## src/source/fir_macros.svh

```systemverilog
`ifndef FIR_MACROS_SVH
`define FIR_MACROS_SVH

// ============================================================
// datapath sizing
// ============================================================

// sample, coefficient and result width
`define FIR_DATA_W 32
// axi-lite byte address width
`define FIR_ADDR_W 12
// filter order plus one
`define FIR_NUM_TAPS 11

// ============================================================
// register map, byte addresses
// ============================================================

`define FIR_REG_CTRL 12'h000
`define FIR_REG_LEN 12'h010
// tap k lives at base + k * stride
`define FIR_TAP_BASE 12'h020
`define FIR_TAP_STRIDE 4

`endif

```

## src/source/fir_pkg.sv

```systemverilog
`include "fir_macros.svh"

package fir_pkg;

    // ============================================================
    // datapath types
    // ============================================================

    // one input sample from the stream
    typedef logic signed [`FIR_DATA_W-1:0] sample_t;

    // one filter coefficient
    typedef logic signed [`FIR_DATA_W-1:0] coef_t;

    // running sum and output word, wraps on overflow
    typedef logic signed [`FIR_DATA_W-1:0] acc_t;

    // tap number or history lag, 0 to 10
    typedef logic [3:0] tap_idx_t;

    // register port address
    typedef logic [`FIR_ADDR_W-1:0] reg_addr_t;

    // samples per run
    typedef logic [31:0] length_t;

    // ============================================================
    // engine sequencing
    // ============================================================
    typedef enum logic [1:0] {
        st_idle,
        st_wait_in,
        st_mac,
        st_out
    } engine_state_t;

endpackage

```

## src/source/fir_config_regs.sv

```systemverilog
`timescale 1ns/100ps
`include "fir_macros.svh"

module fir_config_regs (
    input  logic                   axis_clk,
    input  logic                   axis_rst_n,
    // write channel
    input  logic                   awvalid,
    output logic                   awready,
    input  fir_pkg::reg_addr_t     awaddr,
    input  logic                   wvalid,
    output logic                   wready,
    input  logic [`FIR_DATA_W-1:0] wdata,
    // read channel
    input  logic                   arvalid,
    output logic                   arready,
    input  fir_pkg::reg_addr_t     araddr,
    output logic                   rvalid,
    input  logic                   rready,
    output logic [`FIR_DATA_W-1:0] rdata,
    // engine side
    input  logic                   run_done,
    input  fir_pkg::tap_idx_t      tap_idx,
    output logic                   start,
    output fir_pkg::length_t       data_length,
    output fir_pkg::coef_t         coef
);

    // aligned address inside the coefficient window
    function automatic logic is_tap_addr(input fir_pkg::reg_addr_t addr);
        fir_pkg::reg_addr_t off;
        off = addr - fir_pkg::reg_addr_t'(`FIR_TAP_BASE);
        return (addr >= fir_pkg::reg_addr_t'(`FIR_TAP_BASE))
            && (off % fir_pkg::reg_addr_t'(`FIR_TAP_STRIDE) == '0)
            && (off / fir_pkg::reg_addr_t'(`FIR_TAP_STRIDE)
                < fir_pkg::reg_addr_t'(`FIR_NUM_TAPS));
    endfunction

    // tap number from a byte address
    function automatic fir_pkg::tap_idx_t tap_slot(input fir_pkg::reg_addr_t addr);
        fir_pkg::reg_addr_t off;
        off = (addr - fir_pkg::reg_addr_t'(`FIR_TAP_BASE))
            / fir_pkg::reg_addr_t'(`FIR_TAP_STRIDE);
        return fir_pkg::tap_idx_t'(off);
    endfunction

    logic                   wr_fire;
    logic                   start_acc;
    logic                   wr_len;
    logic                   wr_tap;
    logic                   ap_idle;
    logic                   ap_done;
    logic                   rd_done_seen;
    logic [`FIR_DATA_W-1:0] rd_mux;
    fir_pkg::coef_t         coef_bank [`FIR_NUM_TAPS];

    // ============================================================
    // write decode
    // ============================================================

    // address and data taken together, single beat
    assign wr_fire   = awvalid && wvalid;
    assign awready   = wr_fire;
    assign wready    = wr_fire;
    // start only counts while idle
    assign start_acc = wr_fire && (awaddr == `FIR_REG_CTRL) && wdata[0] && ap_idle;
    // settings frozen during a run
    assign wr_len    = wr_fire && ap_idle && (awaddr == `FIR_REG_LEN);
    assign wr_tap    = wr_fire && ap_idle && is_tap_addr(awaddr);

    // start pulse, idle and done flags
    always_ff @(posedge axis_clk or negedge axis_rst_n) begin
        if (!axis_rst_n) begin
            start   <= 1'b0;
            ap_idle <= 1'b1;
            ap_done <= 1'b0;
        end else begin
            start <= start_acc;
            if (start_acc) begin
                ap_idle <= 1'b0;
                ap_done <= 1'b0;
            end else if (run_done) begin
                ap_idle <= 1'b1;
                ap_done <= 1'b1;
            end else if (rvalid && rready && rd_done_seen) begin
                // done was returned to the host, drop it
                ap_done <= 1'b0;
            end
        end
    end

    always_ff @(posedge axis_clk or negedge axis_rst_n) begin
        if (!axis_rst_n) begin
            data_length <= '0;
        end else if (wr_len) begin
            data_length <= fir_pkg::length_t'(wdata);
        end
    end

    // coefficient bank
    always_ff @(posedge axis_clk) begin
        if (wr_tap) begin
            coef_bank[tap_slot(awaddr)] <= fir_pkg::coef_t'(wdata);
        end
    end

    // engine lookup, out of range taps give 0
    assign coef = (tap_idx < fir_pkg::tap_idx_t'(`FIR_NUM_TAPS)) ? coef_bank[tap_idx] : '0;

    // ============================================================
    // read path
    // ============================================================

    // one read in flight, write to same address wins
    assign arready = arvalid && !rvalid && !(awvalid && (awaddr == araddr));

    always_comb begin
        rd_mux = '0;
        if (araddr == `FIR_REG_CTRL) begin
            // bit 0 reads back 0, start is only a pulse
            rd_mux = {{(`FIR_DATA_W-3){1'b0}}, ap_idle, ap_done, 1'b0};
        end else if (araddr == `FIR_REG_LEN) begin
            rd_mux = data_length;
        end else if (is_tap_addr(araddr)) begin
            rd_mux = coef_bank[tap_slot(araddr)];
        end
    end

    always_ff @(posedge axis_clk or negedge axis_rst_n) begin
        if (!axis_rst_n) begin
            rvalid       <= 1'b0;
            rd_done_seen <= 1'b0;
        end else if (arready) begin
            rvalid       <= 1'b1;
            // remember whether this status read carries done
            rd_done_seen <= (araddr == `FIR_REG_CTRL) && ap_idle && ap_done;
        end else if (rvalid && rready) begin
            rvalid <= 1'b0;
        end
    end

    // data held until the host takes it
    always_ff @(posedge axis_clk) begin
        if (arready) begin
            rdata <= rd_mux;
        end
    end

endmodule

```

## src/source/fir_mac_engine.sv

```systemverilog
`timescale 1ns/100ps
`include "fir_macros.svh"

module fir_mac_engine (
    input  logic              axis_clk,
    input  logic              axis_rst_n,
    // from the register block
    input  logic              start,
    input  fir_pkg::length_t  data_length,
    input  fir_pkg::coef_t    coef,
    // input stream
    input  logic              ss_tvalid,
    output logic              ss_tready,
    input  fir_pkg::sample_t  ss_tdata,
    // accepted, run length comes from data_length
    input  logic              ss_tlast,
    // sample history
    output logic              push,
    output fir_pkg::sample_t  push_data,
    input  fir_pkg::sample_t  rd_data,
    // coefficient index and ring lag
    output fir_pkg::tap_idx_t tap_idx,
    // output stream
    output logic              sm_tvalid,
    input  logic              sm_tready,
    output fir_pkg::acc_t     sm_tdata,
    output logic              sm_tlast,
    output logic              run_done
);

    fir_pkg::engine_state_t state;
    fir_pkg::engine_state_t state_nxt;
    fir_pkg::tap_idx_t      tap_cnt;
    fir_pkg::length_t       out_cnt;
    fir_pkg::acc_t          prod;
    fir_pkg::acc_t          acc;
    logic                   prod_vld;
    logic                   in_fire;
    logic                   out_fire;
    logic                   last_tap;
    logic                   is_last;

    // ============================================================
    // handshakes and flags
    // ============================================================

    // one sample per result
    assign ss_tready = (state == fir_pkg::st_wait_in);
    assign in_fire   = ss_tvalid && ss_tready;
    assign push      = in_fire;
    assign push_data = ss_tdata;

    assign last_tap  = (tap_cnt == fir_pkg::tap_idx_t'(`FIR_NUM_TAPS - 1));
    assign tap_idx   = tap_cnt;

    assign out_fire  = sm_tvalid && sm_tready;
    assign is_last   = (out_cnt == data_length - fir_pkg::length_t'(1));
    assign sm_tlast  = sm_tvalid && is_last;
    assign sm_tdata  = acc;
    // end of run seen by the register block
    assign run_done  = out_fire && sm_tlast;

    // ============================================================
    // state machine
    // ============================================================
    always_comb begin
        state_nxt = state;
        case (state)
            fir_pkg::st_idle:    if (start) state_nxt = fir_pkg::st_wait_in;
            fir_pkg::st_wait_in: if (in_fire) state_nxt = fir_pkg::st_mac;
            fir_pkg::st_mac:     if (last_tap) state_nxt = fir_pkg::st_out;
            fir_pkg::st_out: begin
                // stall here while the sink holds off
                if (out_fire) begin
                    state_nxt = sm_tlast ? fir_pkg::st_idle : fir_pkg::st_wait_in;
                end
            end
            default:             state_nxt = fir_pkg::st_idle;
        endcase
    end

    always_ff @(posedge axis_clk or negedge axis_rst_n) begin
        if (!axis_rst_n) begin
            state <= fir_pkg::st_idle;
        end else begin
            state <= state_nxt;
        end
    end

    // tap counter, sweeps 0..10 then rewinds
    always_ff @(posedge axis_clk or negedge axis_rst_n) begin
        if (!axis_rst_n) begin
            tap_cnt <= '0;
        end else if (state == fir_pkg::st_mac) begin
            tap_cnt <= last_tap ? '0 : tap_cnt + 1'b1;
        end
    end

    // results sent so far in this run
    always_ff @(posedge axis_clk or negedge axis_rst_n) begin
        if (!axis_rst_n) begin
            out_cnt <= '0;
        end else if (start) begin
            out_cnt <= '0;
        end else if (out_fire) begin
            out_cnt <= out_cnt + 1'b1;
        end
    end

    // ============================================================
    // multiply-accumulate
    // ============================================================

    // product register, one stage behind the tap counter
    always_ff @(posedge axis_clk) begin
        if (state == fir_pkg::st_mac) begin
            prod <= coef * rd_data;
        end
    end

    always_ff @(posedge axis_clk or negedge axis_rst_n) begin
        if (!axis_rst_n) begin
            prod_vld  <= 1'b0;
            sm_tvalid <= 1'b0;
        end else begin
            prod_vld <= (state == fir_pkg::st_mac);
            // last product lands in the first st_out cycle
            if ((state == fir_pkg::st_out) && prod_vld) begin
                sm_tvalid <= 1'b1;
            end else if (out_fire) begin
                sm_tvalid <= 1'b0;
            end
        end
    end

    // wraps at 32 bits, holds in st_out
    always_ff @(posedge axis_clk) begin
        if (in_fire) begin
            acc <= '0;
        end else if (prod_vld) begin
            acc <= acc + prod;
        end
    end

endmodule

```

## src/source/fir_sample_ring.sv

```systemverilog
`timescale 1ns/100ps
`include "fir_macros.svh"

module fir_sample_ring (
    input  logic              axis_clk,
    input  logic              axis_rst_n,
    input  logic              clear,
    input  logic              push,
    input  fir_pkg::sample_t  push_data,
    input  fir_pkg::tap_idx_t rd_lag,
    output fir_pkg::sample_t  rd_data
);

    fir_pkg::sample_t  hist [`FIR_NUM_TAPS];
    // next slot to be written
    fir_pkg::tap_idx_t wr_ptr;
    logic [4:0]        rd_pos_raw;
    fir_pkg::tap_idx_t rd_pos;

    // ============================================================
    // write side
    // ============================================================
    always_ff @(posedge axis_clk or negedge axis_rst_n) begin
        if (!axis_rst_n) begin
            wr_ptr <= '0;
        end else if (clear) begin
            wr_ptr <= '0;
        end else if (push) begin
            // wrap modulo tap count
            wr_ptr <= (wr_ptr == fir_pkg::tap_idx_t'(`FIR_NUM_TAPS - 1)) ? '0
                                                                          : wr_ptr + 1'b1;
        end
    end

    // new run starts from all-zero history
    always_ff @(posedge axis_clk) begin
        if (clear) begin
            for (int i = 0; i < `FIR_NUM_TAPS; i++) begin
                hist[i] <= '0;
            end
        end else if (push) begin
            hist[wr_ptr] <= push_data;
        end
    end

    // ============================================================
    // read side
    // ============================================================

    // newest is wr_ptr - 1, step back by lag
    assign rd_pos_raw = {1'b0, wr_ptr} + 5'(`FIR_NUM_TAPS - 1) - {1'b0, rd_lag};
    assign rd_pos     = (rd_pos_raw >= 5'(`FIR_NUM_TAPS))
                      ? fir_pkg::tap_idx_t'(rd_pos_raw - 5'(`FIR_NUM_TAPS))
                      : fir_pkg::tap_idx_t'(rd_pos_raw);
    // lag past the window reads zero
    assign rd_data    = (rd_lag < fir_pkg::tap_idx_t'(`FIR_NUM_TAPS)) ? hist[rd_pos] : '0;

endmodule

```

## src/source/fir_top.sv

```systemverilog
`timescale 1ns/100ps
`include "fir_macros.svh"

module fir_top (
    input  logic                   axis_clk,
    input  logic                   axis_rst_n,
    // ============================================================
    // axi-lite register port
    // ============================================================
    input  logic                   awvalid,
    output logic                   awready,
    input  fir_pkg::reg_addr_t     awaddr,
    input  logic                   wvalid,
    output logic                   wready,
    input  logic [`FIR_DATA_W-1:0] wdata,
    input  logic                   arvalid,
    output logic                   arready,
    input  fir_pkg::reg_addr_t     araddr,
    output logic                   rvalid,
    input  logic                   rready,
    output logic [`FIR_DATA_W-1:0] rdata,
    // ============================================================
    // sample in, result out
    // ============================================================
    input  logic                   ss_tvalid,
    output logic                   ss_tready,
    input  fir_pkg::sample_t       ss_tdata,
    input  logic                   ss_tlast,
    output logic                   sm_tvalid,
    input  logic                   sm_tready,
    output fir_pkg::acc_t          sm_tdata,
    output logic                   sm_tlast
);

    // control between stages
    logic              start;
    logic              run_done;
    fir_pkg::length_t  data_length;
    // coefficient and history lookups
    fir_pkg::coef_t    coef;
    fir_pkg::tap_idx_t tap_idx;
    logic              push;
    fir_pkg::sample_t  push_data;
    fir_pkg::sample_t  rd_data;

    fir_config_regs u_config_regs (
        .axis_clk(axis_clk), .axis_rst_n(axis_rst_n),
        .awvalid(awvalid), .awready(awready), .awaddr(awaddr),
        .wvalid(wvalid), .wready(wready), .wdata(wdata),
        .arvalid(arvalid), .arready(arready), .araddr(araddr),
        .rvalid(rvalid), .rready(rready), .rdata(rdata),
        .run_done(run_done), .tap_idx(tap_idx), .start(start),
        .data_length(data_length), .coef(coef)
    );

    // history is cleared by the same start pulse
    fir_sample_ring u_sample_ring (
        .axis_clk(axis_clk), .axis_rst_n(axis_rst_n), .clear(start),
        .push(push), .push_data(push_data), .rd_lag(tap_idx), .rd_data(rd_data)
    );

    fir_mac_engine u_mac_engine (
        .axis_clk(axis_clk), .axis_rst_n(axis_rst_n), .start(start),
        .data_length(data_length), .coef(coef),
        .ss_tvalid(ss_tvalid), .ss_tready(ss_tready), .ss_tdata(ss_tdata),
        .ss_tlast(ss_tlast), .push(push), .push_data(push_data), .rd_data(rd_data),
        .tap_idx(tap_idx), .sm_tvalid(sm_tvalid), .sm_tready(sm_tready),
        .sm_tdata(sm_tdata), .sm_tlast(sm_tlast), .run_done(run_done)
    );

endmodule

```

## config.mk

```make
export PLATFORM = sky130hd
export DESIGN_NAME = fir_top
export DESIGN_NICKNAME = d
export VERILOG_FILES = /design/src/source/fir_pkg.sv /design/src/source/fir_config_regs.sv /design/src/source/fir_mac_engine.sv /design/src/source/fir_sample_ring.sv /design/src/source/fir_top.sv
export VERILOG_INCLUDE_DIRS = /design/src /design/src/source
export SDC_FILE = /design/constraint.sdc
export NUM_CORES = 2
export LEC_CHECK = 0
export BUFFER_PORTS_ARGS = -buffer_cell sky130_fd_sc_hd__buf_2
export CAP_MARGIN = 10
export CORE_MARGIN = 5
export CORE_UTILIZATION = 40
export CTS_CLUSTER_DIAMETER = 100
export CTS_CLUSTER_SIZE = 12
export DETAILED_ROUTE_END_ITERATION = 8
export GPL_TIMING_DRIVEN = 0
export PLACE_DENSITY = 0.54
export SLEW_MARGIN = 0
export SYNTH_ARGS = -nofsm -noshare
export SYNTH_HDL_FRONTEND = slang
export SYNTH_SLANG_ARGS = --single-unit
```

## constraint.sdc

```tcl
create_clock -name axis_clk -period 28.1 [get_ports axis_clk]
set_input_delay 1.405 -clock axis_clk [delete_from_list [all_inputs] [get_ports axis_clk]]
set_output_delay 1.405 -clock axis_clk [all_outputs]
set_load 0.005 [all_outputs]
```

== Yosys cells after proc, flatten, opt, wreduce, memory -nomap -nowiden ==
Memory sizes are Yosys's and may differ from the RTL's.
Cells that the tools add are included.

* Multiplexer cells: 37
* Reductions and logical operators: 38
* Add/subtract/negate cells: 10
* Magnitude comparators: 6
* Multipliers: 1
* Equality and inequality tests: 13

{| class="wikitable"
|+ Operators with widths
! kind !! count
|-
| 32-bit 2-to-1 mux || 7
|-
| 12-bit zero test || 4
|-
| 32-bit by 1-bit adder with 32-bit output, second input constant || 1
|-
| 32-bit adder || 1
|-
| 32-bit equality test || 1
|-
| 32-bit by 32-bit multiplier with 32-bit output || 1
|-
| 32-bit OR reduction || 1
|-
| 32-bit by 1-bit subtractor with 32-bit output, second input constant || 1
|-
| 12-bit by 5-bit equality test with 1-bit output, second input constant || 2
|-
| 12-bit by 6-bit greater-or-equal comparator with 1-bit output, second input constant || 2
|-
| 4-bit 2-to-1 mux || 6
|-
| 12-bit by 6-bit subtractor with 12-bit output, second input constant || 2
|-
| 1-bit logical AND || 23
|-
| 10-bit by 4-bit < comparator with 1-bit output, second input constant || 2
|-
| 1-bit 2-to-1 mux || 18
|-
| 12-bit equality test || 1
|-
| 2-bit nonzero test || 5
|-
| 4-bit by 1-bit adder with 4-bit output, second input constant || 2
|-
| 4-bit equality test, second input constant || 2
|-
| 2-bit 2-to-1 mux || 4
|-
| 2-bit case mux with 4 select lines || 1
|-
| 4-bit by 4-bit adder with 5-bit output, second input constant || 1
|-
| 5-bit by 4-bit greater-or-equal comparator with 1-bit output, second input constant || 1
|-
| 5-bit by 4-bit subtractor with 5-bit output || 1
|-
| 11 further kinds || 15
|}

* Input port bits: 97
* Memories kept: 2
* Logic and storage cells: 123
* Flip-flop bits (word level): 177
* Output and inout bits: 71
* RAM bits: 704

{| class="wikitable"
|+ Memories
! memory !! depth !! bits a word !! rd ports !! clocked after Yosys merged registers in !! write ports !! line !! source
|-
| u_config_regs.coef_bank || 11 || 32 || 2 || 0 || 1 || fir_config_regs.sv:55 || <nowiki>fir_pkg::coef_t coef_bank [`FIR_NUM_TAPS];</nowiki>
|-
| u_sample_ring.hist || 11 || 32 || 1 || 0 || 11 || fir_sample_ring.sv:14 || <nowiki>fir_pkg::sample_t hist [`FIR_NUM_TAPS];</nowiki>
|}

== Longest topological paths before layout ==
* Depth in word-level cells: 7
* Depth in mapped cells: 47
* Gate-level depth less buffers: 39

== Cells and area by module ==
From an unflattened synthesis, not the netlist that was laid out.

* Cell total of the unflattened synthesis: 5,727
* Area, all modules: 65,571.6 µm²

{| class="wikitable"
|+ Modules (own cells, without submodules)
! module !! cells an instance !! sequential area each (µm²) !! instances !! area an instance (µm²)
|-
| fir_mac_engine || 2,576 || 2,602.5 || 1 || 23,231.0
|-
| fir_sample_ring || 1,947 || 15,154.5 || 1 || 23,002.1
|-
| fir_config_regs || 1,204 || 12,458.2 || 1 || 19,338.5
|}

== Worst setup path after synthesis ==
Ideal clock, no wire load.

* Kind: register -> register
* From: register u_mac_engine.tap_cnt[2] (netlist: u_mac_engine.tap_idx[2])
* To: register u_mac_engine.prod[31], data pin
* Buffers on the path: 8
* Library setup time: 0.268 ns
* Period minus slack after synthesis: 11.726 ns
* Slack: 16.374 ns
* Stages on the path, launching flop included: 42
* Arrival: 11.458 ns
* Data required time: 27.832 ns
* Cell sequence: dfrtp_1 -> clkinv_1 -> buf_1 -> clkbuf_1 -> clkbuf_1 -> ha_1 -> fa_1 -> or2_2 -> o21ai_2 -> buf_4 -> nand4_1 -> nand2_1 -> buf_6 -> buf_6 -> mux4_2 -> nand2_1 -> nand3_1 -> nand3_1 -> [... 6 more ...] -> inv_1 -> fa_1 -> inv_1 -> fa_1 -> inv_1 -> fa_1 -> inv_1 -> fa_1 -> fa_1 -> ha_1 -> a21o_1 -> or3_1 -> o21ai_0 -> o21ai_0 -> a221oi_1 -> a21oi_1 -> a31oi_1 -> xnor3_1

* Word-level cells in the longest chain between the ends: 6
* Elaborated cells on any way between the ends: 10
* Those cells by class: 2 x add/sub; 1 x mul; 2 x order compare; 3 x mux; 2 x memory

{| class="wikitable"
|+ RTL lines
! item !! line !! source
|-
| from (decl) || fir_mac_engine.sv:33 || <nowiki>fir_pkg::tap_idx_t tap_cnt;</nowiki>
|-
| from (signal assigned) || fir_mac_engine.sv:95 || <nowiki>tap_cnt <= last_tap ? '0 : tap_cnt + 1'b1;</nowiki>
|-
| 5-bit by 4-bit subtractor with 5-bit output || fir_sample_ring.sv:51 || <nowiki>assign rd_pos_raw = {1'b0, wr_ptr} + 5'(`FIR_NUM_TAPS - 1) - {1'b0, rd_lag};</nowiki>
|-
| 4-bit subtractor or 5-bit by 4-bit greater-or-equal comparator with 1-bit output (tied branches) || fir_sample_ring.sv:53, fir_sample_ring.sv:52 ||
|-
| 4-bit 2-to-1 mux || fir_sample_ring.sv:52 || <nowiki>assign rd_pos = (rd_pos_raw >= 5'(`FIR_NUM_TAPS))</nowiki>
|-
| memory 11 x 32 bit || n/a ||
|-
| 32-bit 2-to-1 mux || fir_sample_ring.sv:56 || <nowiki>assign rd_data = (rd_lag < fir_pkg::tap_idx_t'(`FIR_NUM_TAPS)) ? hist[rd_pos] : '0;</nowiki>
|-
| 32-bit by 32-bit multiplier with 32-bit output * || fir_mac_engine.sv:117 || <nowiki>prod <= coef * rd_data;</nowiki>
|-
| to (signal assigned) || fir_mac_engine.sv:117 ||
|-
| to (decl) || fir_mac_engine.sv:35 || <nowiki>fir_pkg::acc_t prod;</nowiki>
|}

Mark *: on every way between the ends. The rest lies on a longest branch, timed or not.
A chain may end at the register's enable or synchronous reset.

== Final worst setup path ==
Same ends and word-level chain as after synthesis.

==> flow_metrics.py <==
metrics = {
    "synth": {
        "synthCells": 5538,
        "synth.distinct_cells": 98,
        "netlist_area_sq_um": 65090,
        "synthTopCellsByCount": "edfxtp_1, nor2_1, inv_1",
        "avgSynthCellArea_sq_um": 11.75,
        "yosys.area.top_type": "edfxtp_1",
        "synth_most_common_cell": "edfxtp_1",
        "ys_seq_elements": 1041,
        "yosys_warnings": 0,
        "synth_top_cell_area_share": 0.4134,
        "synthFlopType": "edfxtp_1",
        "synth_area_leaders": "edfxtp_1, fa_1, mux4_2",
        "yosysSeqAreaShare": 0.4642,
        "synth_edf_count": 896,
        "syn_nets": 6245,
        "synth-async-reset-ratio": 0.07781,
    },
    "clock_network": {
        "cts_num_sinks": 1041,
        "insertion_delay_ns": 0.74,
        "cts_buffer_depth": 3,
        "cts_tree": "built",
        "cts-htree-levels": 3,
        "cts.repair.resized": 0,
        "root_buffer": "clkbuf_16",
        "path_clk_slew_ns": 0.07,
        "cts_buffers": 98,
        "cts_setup_buffers": 0,
        "holdBufCountCts": 0,
    },
    "routing": {
        "viasPerCell": 5.853,
        "drt_iter0_drc": 5580,
        "dr.pass1.iters": 6,
        "wire_per_inst_microns": 29.22,
        "routed_wl_microns": 238500,
        "drcViolationCount": 0,
        "ant_nets": 0,
        "num_vias": 47770,
    },
    "grt": {
        "grtUsageMet3": 0.05929,
        "grt_max_degree": 64,
        "grt_pass1_vias": 47720,
        "grt_pass1_wl_microns": 340000,
        "track_usage": 0.2773,
        "use_met1": 0.3761,
        "grt_overflow": 0,
        "globalRouteMet2Util": 0.4365,
        "top_usage_layer": "met2",
        "antenna_found_initial": 20,
    },
    "floorplanning": {
        "die_h_microns": 413.4,
        "start_util": 0.4012,
        "pin_count": 168,
        "chipWidth_microns": 413.4,
        "core_area_sq_um": 162200,
        "num_rows": 148,
        "die-area_sq_um": 170900,
    },
    "worst_setup_path": {
        "crit_family": "buffers and inverters",
        "path_buf_inv": 14,
        "required_ns": 28.58,
        "endpoint_kind": "flop",
        "ff2ff_path_depth": 40,
        "slowest_stage": "clkbuf_1",
        "cp.depth": 40,
        "critPathLaunchType": "flop",
        "critPathKind": "flop to flop",
        "reg2reg_setup_slack_ns": 10.98,
        "startpoint": "u_mac_engine.tap_idx[2]",
        "arrival_ns": 17.59,
        "timing.rr.start": "u_mac_engine.tap_idx[2]",
        "timing.critical_path.to": "u_mac_engine.prod[31]",
        "path_common_cell": "fa_1",
        "max_stage_delay_ns": 0.88,
        "crit_fanout": 10,
        "r2r-end": "u_mac_engine.prod[31]",
    },
    "sta": {
        "worst_slew_pin_slew_ns": 1.431,
        "max_freq_mhz": 58.41,
        "rsz0062_at_grt": "false",
        "post-route-period-util": 0.6092,
        "min_period_ns": 17.12,
        "hold_violations": 0,
        "slew_viol_final": 0,
        "slew_headroom": 0.04585,
        "tns_ns": 0,
        "skew_ns": 0.04233,
        "setup_viol": 0,
    },
    "status": {
        "status": "complete, no violations",
    },
    "finish": {
        "nNetsFinal": 6605,
        "drive_above_1_share": 0.1291,
        "syn_to_final_growth_pct": 12.16,
    },
    "run": {
        "drv_cap": 0,
    },
    "placement": {
        "io_buffers": 165,
        "dp_hpwl_microns": 176200,
        "gp_congestion": 0.9279,
    },
    "worst_hold_path": {
        "hold_path.class": "flop to flop",
    },
}
[state kept, by name, indices dropped and copies added (netlist names), 2 cells and up]
register	flops
u_config_regs.coef_bank	352
u_config_regs.data_length	32
u_config_regs.rdata	32
u_mac_engine.out_cnt	32
u_mac_engine.prod	32
u_mac_engine.sm_tdata	32
u_mac_engine.state	2
u_mac_engine.tap_idx	4
u_sample_ring.hist	512
u_sample_ring.wr_ptr	4
[layer usage]
layer  routed length [microns]  vias up
li1                          -    20240
met5                        56        -
met4                     10420        8
met2                    108300     2557
met3                     24300      506
met1                     95440    24460
[worst register-to-register path, delay by kind of cell (launching register included)]
kind,cells,cell delay [ns]
buf+inv,14,6.64
fa+ha+maj,11,5.35
mux,1,0.48
simple gates,4,0.91
flops,1,0.46
xor+xnor,1,0.26
compound gates,9,2.76
[layout make-up]
class                           count  area [sq um]
Sequential cell                  1041         30220
Timing Repair Buffer              260          2069
Tap cell                         2175          2721
Clock inverter                     10         168.9
Fill cell                       15210         89210
Inverter                          524          1967
Buffer                            327          1438
Multi-Input combinational cell   3646         31630
Antenna cell                        4         10.01
Clock buffer                      174          2780
[stage by stage]
step	cell area [sq um]	cells	setup WS, ns	utilization	hold WS, ns
floorplan	65090	5538	16.37	-	0.4468
global placement	68640	7878	11.12	0.4231	0.4624
detailed placement	69940	7967	11.16	0.4312	0.4737
CTS	72890	8151	11.15	0.4494	0.4891
global route	72990	8157	10.67	0.4500	0.5103
finish	73000	8161	10.98	0.4500	0.4903
[how the worst min path moves through the flow]
stage / startpoint / to / slack, ns / cells past startpoint
2_1_floorplan: u_sample_ring.hist[10][20] / u_sample_ring.hist[10][20] / 0.45 / 2
3_3_place_gp: u_sample_ring.hist[10][18] / u_sample_ring.hist[10][18] / 0.46 / 2
3_5_place_dp: u_sample_ring.hist[10][23] / u_sample_ring.hist[10][23] / 0.47 / 2
4_1_cts: u_sample_ring.hist[10][18] / u_sample_ring.hist[10][18] / 0.49 / 2
5_1_grt: u_sample_ring.hist[10][26] / u_sample_ring.hist[10][26] / 0.51 / 2
6_report: u_sample_ring.hist[10][3] / u_sample_ring.hist[10][3] / 0.49 / 2
[cell families after synthesis]
| logic type | share of synthesized area |
|---|---|
| XOR/XNOR | 0.02570 |
| multiplexers | 0.09923 |
| AND/OR/NAND/NOR | 0.1213 |
| AO/OA/AOI/OAI | 0.07268 |
| flip-flops | 0.4642 |
| buffers and inverters | 0.05229 |
| adder cells (fa/ha/maj) | 0.1645 |
[cells in the final DEF, fill, tap and decap left out, drive strengths merged, types with 21 or more instances in the layout]
cell	instances
and3	33
xor2	57
nor4	21
mux4	179
buf	355
a21o	23
clkbuf	406
and2	63
nand3	86
o221ai	23
a211oi	56
o211ai	21
a31oi	28
inv	523
nand2	306
nor2	792
nand2b	74
nor3	87
or3	69
dfxtp	64
a22o	33
dfrtp	80
a21oi	212
a2111oi	21
o22ai	55
mux2	41
edfxtp	896
fa	410
ha	200
xnor2	121
nand4	40
o21ai	131
mux2i	196
nor2b	45
or2	53
Power is left out: the tool's default activity adds up to more than one toggle a clock period on the data nets, which glitch-free logic cannot reach.
